==> src/hw/devil_pkg.sv <==
package devil_pkg;

    //////////////////////////////////////////////////////////////////////
    // widths
    //////////////////////////////////////////////////////////////////////

    localparam int SNOOP_W  = 4;
    localparam int CRRESP_W = 5;

    // struct widths, the top-level ADDR_W and DATA_W must agree
    localparam int SNAP_ADDR_W  = 44;
    localparam int REPLY_DATA_W = 128;

    //////////////////////////////////////////////////////////////////////
    // control codes
    //////////////////////////////////////////////////////////////////////

    typedef enum logic [3:0]
    {
        OSH = 4'd0,
        CON = 4'd1,
        ADL = 4'd2,
        ADT = 4'd3,
        PDT = 4'd4
    } func_e;

    typedef enum logic [3:0]
    {
        FUZZ         = 4'd0,
        LATE_CRVALID = 4'd1,
        LATE_CDVALID = 4'd2,
        LATE_CDLAST  = 4'd3
    } test_e;

    // selector verdict, NONE ends in a dummy reply
    typedef enum logic [2:0]
    {
        NONE,
        ONE_SHOT,
        CONT,
        CONT_LAST,
        TAMPER
    } attack_e;

    //////////////////////////////////////////////////////////////////////
    // config and snoop
    //////////////////////////////////////////////////////////////////////

    // control register, en in bit 0
    typedef struct packed
    {
        logic [10:0]         spare;
        logic                pdt_en;
        logic                adt_en;
        logic                adl_en;
        logic                con_en;
        logic                osh_en;
        logic                addr_flt;
        logic                ac_flt;
        logic [CRRESP_W-1:0] crresp;
        logic [3:0]          func;
        logic [3:0]          test;
        logic                en;
    } devil_ctrl_t;

    typedef struct packed
    {
        devil_ctrl_t         ctrl;
        logic [31:0]         base_addr;
        logic [31:0]         addr_size;
        logic [31-SNOOP_W:0] snoop_rsvd;
        logic [SNOOP_W-1:0]  snoop_match;
        logic [26:0]         delay_rsvd;
        logic [4:0]          delay_exp;
    } devil_cfg_t;

    typedef struct packed
    {
        logic [SNAP_ADDR_W-1:0] addr;
        logic [SNOOP_W-1:0]     snoop;
    } snoop_snap_t;

    // CR/CD channel towards the interconnect
    typedef struct packed
    {
        logic [CRRESP_W-1:0]     crresp;
        logic [REPLY_DATA_W-1:0] rdata;
        logic                    crvalid;
        logic                    cdvalid;
        logic                    cdlast;
    } reply_t;

endpackage

==> src/hw/attack_select.sv <==
module attack_select (
    input  logic                  ace_aclk,
    input  logic                  ace_aresetn,
    input  devil_pkg::devil_cfg_t i_cfg,
    input  logic                  i_accept,
    output devil_pkg::attack_e    o_attack
);

    devil_pkg::attack_e attack_d;
    logic               osh_used;
    logic               con_active;

    //////////////////////////////////////////////////////////////////////
    // func decode
    //////////////////////////////////////////////////////////////////////

    always_comb
    begin
        attack_d = devil_pkg::NONE;
        case (i_cfg.ctrl.func)
            devil_pkg::OSH:
            begin
                if (i_cfg.ctrl.osh_en && !osh_used)
                    attack_d = devil_pkg::ONE_SHOT;
            end
            devil_pkg::CON:
            begin
                if (i_cfg.ctrl.con_en)
                    attack_d = devil_pkg::CONT;
                // con_en dropped mid-run, last delayed reply
                else if (con_active)
                    attack_d = devil_pkg::CONT_LAST;
            end
            devil_pkg::PDT:
            begin
                if (i_cfg.ctrl.pdt_en)
                    attack_d = devil_pkg::TAMPER;
            end
            // ADL and ADT are reserved
            default:
            begin
                attack_d = devil_pkg::NONE;
            end
        endcase
    end

    //////////////////////////////////////////////////////////////////////
    // verdict and run flags
    //////////////////////////////////////////////////////////////////////

    always_ff @(posedge ace_aclk)
    begin
        if (!ace_aresetn)
        begin
            o_attack   <= devil_pkg::NONE;
            osh_used   <= 1'b0;
            con_active <= 1'b0;
        end
        else
        begin
            if (i_accept)
                o_attack <= attack_d;

            // disabling the block rearms both modes
            if (!i_cfg.ctrl.en)
            begin
                osh_used   <= 1'b0;
                con_active <= 1'b0;
            end
            else if (i_accept)
            begin
                if (attack_d == devil_pkg::ONE_SHOT)
                    osh_used <= 1'b1;
                if (attack_d == devil_pkg::CONT)
                    con_active <= 1'b1;
                else if (attack_d == devil_pkg::CONT_LAST)
                    con_active <= 1'b0;
            end
        end
    end

    // one delayed reply per enable window
    a_one_shot_once: assert property (
        @(posedge ace_aclk) disable iff (!ace_aresetn)
        (i_accept && attack_d == devil_pkg::ONE_SHOT)
            |=> !(i_accept && attack_d == devil_pkg::ONE_SHOT) until !i_cfg.ctrl.en
    );

endmodule

==> src/hw/devil_in_fpga.sv <==
module devil_in_fpga #(
    parameter int ADDR_W = devil_pkg::SNAP_ADDR_W,
    parameter int DATA_W = devil_pkg::REPLY_DATA_W,
    parameter int CNT_W  = 32
)(
    input  logic                   ace_aclk,
    input  logic                   ace_aresetn,
    input  devil_pkg::devil_cfg_t  i_cfg,
    input  devil_pkg::snoop_snap_t i_snap,
    input  logic [DATA_W-1:0]      i_wdata,
    input  logic                   i_trigger,
    input  logic                   i_crready,
    input  logic                   i_cdready,
    output devil_pkg::reply_t      o_reply_bus,
    output logic                   o_reply,
    output logic                   o_end,
    output logic                   o_busy
);

    logic               accept;
    logic               match;
    devil_pkg::attack_e attack;

    //////////////////////////////////////////////////////////////////////
    // both judges register their verdict on the same accept edge
    //////////////////////////////////////////////////////////////////////

    snoop_filter #(
        .ADDR_W (ADDR_W)
    ) u_filter (
        .ace_aclk    (ace_aclk),
        .ace_aresetn (ace_aresetn),
        .i_cfg       (i_cfg),
        .i_snap      (i_snap),
        .i_accept    (accept),
        .o_match     (match)
    );

    attack_select u_select (
        .ace_aclk    (ace_aclk),
        .ace_aresetn (ace_aresetn),
        .i_cfg       (i_cfg),
        .i_accept    (accept),
        .o_attack    (attack)
    );

    reply_engine #(
        .DATA_W (DATA_W),
        .CNT_W  (CNT_W)
    ) u_engine (
        .ace_aclk    (ace_aclk),
        .ace_aresetn (ace_aresetn),
        .i_cfg       (i_cfg),
        .i_trigger   (i_trigger),
        .i_match     (match),
        .i_attack    (attack),
        .i_wdata     (i_wdata),
        .i_crready   (i_crready),
        .i_cdready   (i_cdready),
        .o_accept    (accept),
        .o_reply_bus (o_reply_bus),
        .o_reply     (o_reply),
        .o_end       (o_end),
        .o_busy      (o_busy)
    );

endmodule

==> src/hw/reply_engine.sv <==
module reply_engine #(
    parameter int DATA_W = devil_pkg::REPLY_DATA_W,
    parameter int CNT_W  = 32
)(
    input  logic                  ace_aclk,
    input  logic                  ace_aresetn,
    input  devil_pkg::devil_cfg_t i_cfg,
    input  logic                  i_trigger,
    input  logic                  i_match,
    input  devil_pkg::attack_e    i_attack,
    input  logic [DATA_W-1:0]     i_wdata,
    input  logic                  i_crready,
    input  logic                  i_cdready,
    output logic                  o_accept,
    output devil_pkg::reply_t     o_reply_bus,
    output logic                  o_reply,
    output logic                  o_end,
    output logic                  o_busy
);

    typedef enum logic [2:0]
    {
        ST_IDLE,
        ST_DECIDE,
        ST_WAIT_READY,
        ST_DELAY,
        ST_HOLD,
        ST_FINISH
    } state_e;

    state_e                          state_q;
    logic [2:0]                      flags_q;
    logic [2:0]                      want_q;
    logic [2:0]                      late_q;
    logic [2:0]                      late_d;
    logic                            tamper_q;
    logic                            last_q;
    logic [CNT_W-1:0]                cnt_q;
    logic [CNT_W-1:0]                delay_cycles;
    logic [devil_pkg::CRRESP_W-1:0]  crresp_q;
    logic [DATA_W-1:0]               rdata_q;
    logic                            pass;
    logic                            tamper;
    logic                            last;
    logic                            complete;

    if (DATA_W != devil_pkg::REPLY_DATA_W)
    begin : g_width_check
        $error("reply_engine: DATA_W differs from reply_t data width");
    end

    //////////////////////////////////////////////////////////////////////
    // verdict merge
    //////////////////////////////////////////////////////////////////////

    // a failed filter always forces the dummy reply
    assign pass   = i_match && (i_attack != devil_pkg::NONE);
    assign tamper = i_match && (i_attack == devil_pkg::TAMPER);
    assign last   = i_match && (i_attack inside {devil_pkg::ONE_SHOT,
                                                 devil_pkg::TAMPER,
                                                 devil_pkg::CONT_LAST});

    // D = 0, or 1 << (exp - 1)
    assign delay_cycles = (i_cfg.delay_exp == 5'd0) ? '0
                        : (CNT_W'(1) << (i_cfg.delay_exp - 5'd1));

    // flag order {crvalid, cdvalid, cdlast}
    always_comb
    begin
        late_d = 3'b000;
        if (delay_cycles != '0)
        begin
            case (i_cfg.ctrl.test)
                devil_pkg::LATE_CRVALID: late_d = 3'b100;
                devil_pkg::LATE_CDVALID: late_d = 3'b010;
                devil_pkg::LATE_CDLAST:  late_d = 3'b001;
                default:                 late_d = 3'b000;
            endcase
        end
    end

    assign o_busy   = (state_q != ST_IDLE);
    assign o_accept = i_trigger && (state_q == ST_IDLE);
    assign complete = (state_q == ST_HOLD) && i_crready && (!want_q[1] || i_cdready);

    //////////////////////////////////////////////////////////////////////
    // reply FSM
    //////////////////////////////////////////////////////////////////////

    always_ff @(posedge ace_aclk)
    begin
        if (!ace_aresetn)
        begin
            state_q  <= ST_IDLE;
            flags_q  <= 3'b000;
            want_q   <= 3'b000;
            late_q   <= 3'b000;
            tamper_q <= 1'b0;
            last_q   <= 1'b0;
            cnt_q    <= '0;
            o_reply  <= 1'b0;
            o_end    <= 1'b0;
        end
        else
        begin
            o_reply <= 1'b0;
            case (state_q)
                ST_IDLE:
                begin
                    if (o_accept)
                        state_q <= ST_DECIDE;
                    if (!i_cfg.ctrl.en)
                        o_end <= 1'b0;
                end
                ST_DECIDE:
                begin
                    // dummy is crvalid alone
                    want_q   <= pass ? 3'b111 : 3'b100;
                    late_q   <= (pass && !tamper) ? late_d : 3'b000;
                    tamper_q <= tamper;
                    last_q   <= last;
                    state_q  <= ST_WAIT_READY;
                end
                ST_WAIT_READY:
                begin
                    if (i_crready)
                    begin
                        flags_q <= want_q & ~late_q;
                        cnt_q   <= CNT_W'(1);
                        state_q <= (late_q != 3'b000) ? ST_DELAY : ST_HOLD;
                    end
                end
                ST_DELAY:
                begin
                    if (cnt_q == delay_cycles)
                    begin
                        flags_q <= want_q;
                        state_q <= ST_HOLD;
                    end
                    else
                    begin
                        cnt_q <= cnt_q + CNT_W'(1);
                    end
                end
                ST_HOLD:
                begin
                    if (complete)
                    begin
                        flags_q <= 3'b000;
                        o_reply <= 1'b1;
                        if (last_q)
                            o_end <= 1'b1;
                        state_q <= ST_FINISH;
                    end
                end
                ST_FINISH:
                begin
                    state_q <= ST_IDLE;
                end
                default:
                begin
                    state_q <= ST_IDLE;
                end
            endcase
        end
    end

    // payload, captured once per operation
    always_ff @(posedge ace_aclk)
    begin
        if (state_q == ST_DECIDE)
            crresp_q <= pass ? i_cfg.ctrl.crresp : '0;
        if (state_q == ST_WAIT_READY && i_crready)
            rdata_q <= tamper_q ? i_wdata : '0;
    end

    assign o_reply_bus = '{crresp:  crresp_q,
                           rdata:   rdata_q,
                           crvalid: flags_q[2],
                           cdvalid: flags_q[1],
                           cdlast:  flags_q[0]};

    // raised flags and their payload stay put across back-pressure
    a_reply_hold: assert property (
        @(posedge ace_aclk) disable iff (!ace_aresetn)
        (|flags_q && !complete)
            |=> ((flags_q & $past(flags_q)) == $past(flags_q))
                && $stable(crresp_q) && $stable(rdata_q)
    );

endmodule

==> src/hw/snoop_filter.sv <==
module snoop_filter #(
    parameter int ADDR_W = devil_pkg::SNAP_ADDR_W
)(
    input  logic                   ace_aclk,
    input  logic                   ace_aresetn,
    input  devil_pkg::devil_cfg_t  i_cfg,
    input  devil_pkg::snoop_snap_t i_snap,
    input  logic                   i_accept,
    output logic                   o_match
);

    logic [ADDR_W-1:0] snap_addr;
    logic [31:0]       addr_lo;
    logic [32:0]       win_end;
    logic              type_ok;
    logic              win_ok;

    if (ADDR_W != devil_pkg::SNAP_ADDR_W)
    begin : g_width_check
        $error("snoop_filter: ADDR_W differs from snoop_snap_t address width");
    end

    // window is checked on the low 32 address bits only
    assign snap_addr = i_snap.addr;
    assign addr_lo   = snap_addr[31:0];

    // one extra bit so a window reaching 4G does not wrap
    assign win_end = {1'b0, i_cfg.base_addr} + {1'b0, i_cfg.addr_size};

    assign type_ok = !i_cfg.ctrl.ac_flt || (i_snap.snoop == i_cfg.snoop_match);

    assign win_ok = !i_cfg.ctrl.addr_flt
                 || ((addr_lo >= i_cfg.base_addr) && ({1'b0, addr_lo} < win_end));

    // verdict held for the whole operation
    always_ff @(posedge ace_aclk)
    begin
        if (!ace_aresetn)
        begin
            o_match <= 1'b0;
        end
        else if (i_accept)
        begin
            o_match <= type_ok && win_ok;
        end
    end

    // the engine reads o_match long after the trigger
    a_match_stable: assert property (
        @(posedge ace_aclk) disable iff (!ace_aresetn)
        $changed(o_match) |-> $past(i_accept)
    );

endmodule

==> config.mk <==
export PLATFORM = sky130hd
export DESIGN_NAME = devil_in_fpga
export DESIGN_NICKNAME = d
export VERILOG_FILES = /design/src/hw/devil_pkg.sv /design/src/hw/attack_select.sv /design/src/hw/devil_in_fpga.sv /design/src/hw/reply_engine.sv /design/src/hw/snoop_filter.sv
export SDC_FILE = /design/constraint.sdc
export NUM_CORES = 1
export LEC_CHECK = 0
export BUFFER_PORTS_ARGS = -buffer_cell sky130_fd_sc_hd__buf_2
export CAP_MARGIN = 20
export CORE_AREA = 2 2 185 187
export DETAILED_ROUTE_END_ITERATION = 8
export DIE_AREA = 0 0 187 189
export GPL_TIMING_DRIVEN = 1
export PLACE_DENSITY = 0.62
export SLEW_MARGIN = 20
export SYNTH_ARGS = -nofsm -noshare
export SYNTH_HDL_FRONTEND = slang
export SYNTH_HIERARCHICAL = 1
export SYNTH_SLANG_ARGS = --single-unit
==> constraint.sdc <==
create_clock -name ace_aclk -period 15.2 [get_ports ace_aclk]
set_input_delay 3.04 -clock ace_aclk [delete_from_list [all_inputs] [get_ports ace_aclk]]
set_output_delay 3.04 -clock ace_aclk [all_outputs]
set_load 0.02 [all_outputs]
==> summary.md <==
| Metric | Value |
|---|---|
| Outcome | finished clean |
| Area occupied by multi-input gates | 0.00613 mm2 |
| Clock power share | 0.337 |
| Async SR Flop Fraction | 0 |
| Clk_skew | 0.00886 ns |
| All-Layer GR Usage | 0.195 |
| Reg power frac | 0.451 |
| Post-route minimum period | 6.80 ns |
| Critical path, cell by cell | buf_2 > ha_1 > fa_1 > a211oi_1 > o21bai_1 > a22oi_2 > a21oi_4 > nand3_1 > and3b_1 > xor2_1 > ha_1 > a21o_1 > a21o_1 > a2111oi_2 > o211ai_1 > a221oi_1 > a211oi_1 > o31ai_1 |
| Clk slew on worst S/H paths | 0.07 ns |
| Most used DFF post-synth | edfxtp_1 |
| DRT Pass-1 Iters | 5 |
| Post-Place Cell Area | 0.0140 mm2 |
| # rows | 67 |
| Hold Worst Slack | 0.459 ns |
| Power Internal | 0.880 mW |
| Worst Path Max Fanout | 4 |
| Cells after synthesis | 1142 |
| Initial antenna violation count | 13 |
| Mapped Nets | 1582 |
| DRC errors left | 0 |
| Worst setup margin | 8.40 ns |
| DP HPWL | 28600 um |
| Syn Area/Cell | 10.2 um2 |
| Logic pwr share | 0.213 |
| #FFs+latches synth | 186 |
| Mapped cell area | 0.0117 mm2 |
| Max incr delay on CP | 0.55 ns |
| Crit path DAT | 7.15 ns |
| CTS Hold Bufs | 0 |
| Largest net degree at the start of global routing | 130 |
| Post-synth top cells | and2_1 (135), edfxtp_1 (133), ha_1 (98), nor2_1 (76), a21oi_1 (62) |
| Die H | 189 um |
| Final Total Pwr | 1.25 mW |
| Fill cell count | 3263 |
| Clock Root Buffer | clkbuf_16 |
| Routed length per placed instance | 18.0 um |
| Area leader, netlist | edfxtp_1 |
| Warnings from Yosys | 6 |
| Clock Latency Late Sink | 0.43 ns |
| Max Cap Viol | 0 |
| Average via count per standard cell | 5.03 |
| Synth-to-layout area growth | 24.7% |
| Final wirelength | 35600 um |
| Final setup viols | 0 |
| Core Area | 0.0333 mm2 |
| Postcts setup bufs | 0 |
| Max H-tree Level | 4 |
| Layout Cells excl Fill | 1982 |
| Slew headroom | 0.320 |
| Period utilization | 0.447 |
| Die W | 187 um |
| Vias in the first global route | 9580 |
| Leakage power | 6.44 nW |
| Register area | 0.00506 mm2 |
| Inst Count DP | 1944 |
| Num CTS Buffers | 17 |
| Global-route wire length before repair | 53500 um |
| Pwr/cell area | 85.8 mW/mm2 |
| Switching pwr | 0.367 mW |
| EDFF count, synth | 133 |
| Area of all placed cells without fillers | 0.0145 mm2 |
| Post-synth top area share | 0.343 |
| Sequential area share after synthesis | 0.434 |
| Post-CTS sizing | 0 |
| CP Launch Type | primary input |
| Fin util | 0.437 |
| ANT nets after route | 0 |
| Total congestion overflow | 0 |
| Final Max Tran Viols | 0 |
| Max clock buf depth | 2 |
| # IOs | 480 |
| Share of post-route cells with drive strength above 1 | 0.309 |
| RSZ-0062 raised after global routing | false |
| Setup TNS | 0 ns |
| CP Capture Type | flop |
| Port Buf Inserts | 399 |
| Most common cell in the netlist | and2_1 |
| Critical Path RT | 15.55 ns |
| Net count, final | 1955 |
| CTS Sinks | 186 |
| Die area | 0.0353 mm2 |
| Switch share | 0.295 |
| Final hold vios | 0 |
| Maximum VDD drop | 0.0507 mV |
| Routability Congestion | 0.859 |
| Initial Util | 0.350 |
| CTS tree | built |
| CP Class | primary input to flop |
| Worst Tran Pin Value | 1.02 ns |
| Crit-path slowest cell | a2111oi_2 |
| Netlist cell types | 91 |
| Starting DRC count in detailed routing | 478 |
| Vias | 9970 |
| Highest clock rate | 147 MHz |
| Hold Crit Class | flop to flop |
| Worst slack at placement | 7.98 ns |
| Top cells by area, synth | edfxtp_1 (34%), ha_1 (11%), dfxtp_1 (9.1%), and2_1 (7.2%), xor2_1 (3.5%) |
## worst max-delay path: cells and delay by family
kind	cells	cell delay, ns
xor gates and xnor gates	1	0.19
AOI/OAI and AO/OA	11	2.55
buffers and inverters	1	0.10
adders and majority gates	3	0.93
and+or+nand+nor	2	0.33
## cells in the final DEF (no fill, tap or decap), types with 6 or more instances in the layout
cell       netlist  layout
nor3_1          13      13
dfxtp_1         53      52
a21o_1          35      35
xnor2_1         21      21
nand3b_1        10      10
clkbuf_16        0      17
inv_1           56      56
edfxtp_1       133     133
nor2_1          76      76
buf_2            9     399
nand2b_1        18      18
nor2b_1          6       6
a21oi_1         62      62
nand2_1         54      54
nand4_1         27      27
xor2_1          46      46
diode_2          0       6
a211oi_1        13      13
o21ai_0         38      38
or3_1           10      10
and3_1           9       9
a31oi_1          8       8
mux2i_1          6       6
ha_1            98      98
o211ai_1         7       7
nand3_1         32      32
o21bai_1         6       6
and2_1         135     135
o21a_1           7       7
and4_1           7       7
## area by class of cell
type | count | area share
Clock inverter | 15 | 0.00800
Sequential cell | 186 | 0.348
Antenna cell | 6 | 0.00103
Multi-Input combinational cell | 851 | 0.421
Tap cell | 448 | 0.0386
Inverter | 57 | 0.0147
Timing Repair Buffer | 402 | 0.139
Clock buffer | 17 | 0.0293
## power groups by stage
| stage | Combinational [mW] | Clock, mW | Sequential [mW] |
|---|---|---|---|
| floorplan | 0.161 | 0 | 0.588 |
| global placement | 0.260 | 0 | 0.573 |
| detailed placement | 0.264 | 0 | 0.573 |
| CTS | 0.266 | 0.434 | 0.562 |
| global route | 0.294 | 0.452 | 0.563 |
| finish | 0.265 | 0.420 | 0.562 |
## logic make-up after synthesis
family	after synthesis	share of synthesized area
xor+xnor	67	0.0503
compound gates	235	0.143
mux	9	0.00805
flops	186	0.434
buf+inv	105	0.0409
fa+ha+maj	99	0.107
simple gates	441	0.218
## flip-flops by register name, indices dropped and copies added (netlist names), 2 cells and up
| register | count |
|---|---|
| u_engine/rdata_q | 128 |
| u_engine/cnt_q | 32 |
| u_engine/crresp_q | 5 |
| u_engine/flags_q | 3 |
| u_engine/late_q | 3 |
| u_engine/state_q | 3 |
| u_select/o_attack | 3 |
| u_engine/want_q | 2 |
## path summary, 6_finish.rpt
path | startpoint | endpoint | slack, ns | depth (start not counted)
worst min register to register | u_engine/last_q | u_engine/last_q | 0.46 | 2
worst max-delay path | i_cfg[64] | u_filter/o_match | 8.40 | 18
worst min-delay path | u_engine/last_q | u_engine/last_q | 0.46 | 2
worst max register to register | u_engine/state_q[1] | u_engine/cnt_q[24] | 11.98 | 8
## per-layer routing
layer	global-route usage	part of all wire	vias up	routed length (um)
met5	0	0.0021	-	74
met4	0.0501	0.012	12	410
met3	0.0495	0.064	34	2290
met2	0.374	0.53	342	19000
met1	0.214	0.39	4677	13800
li1	-	-	4905	-
Power figures use the tool's default switching activity.
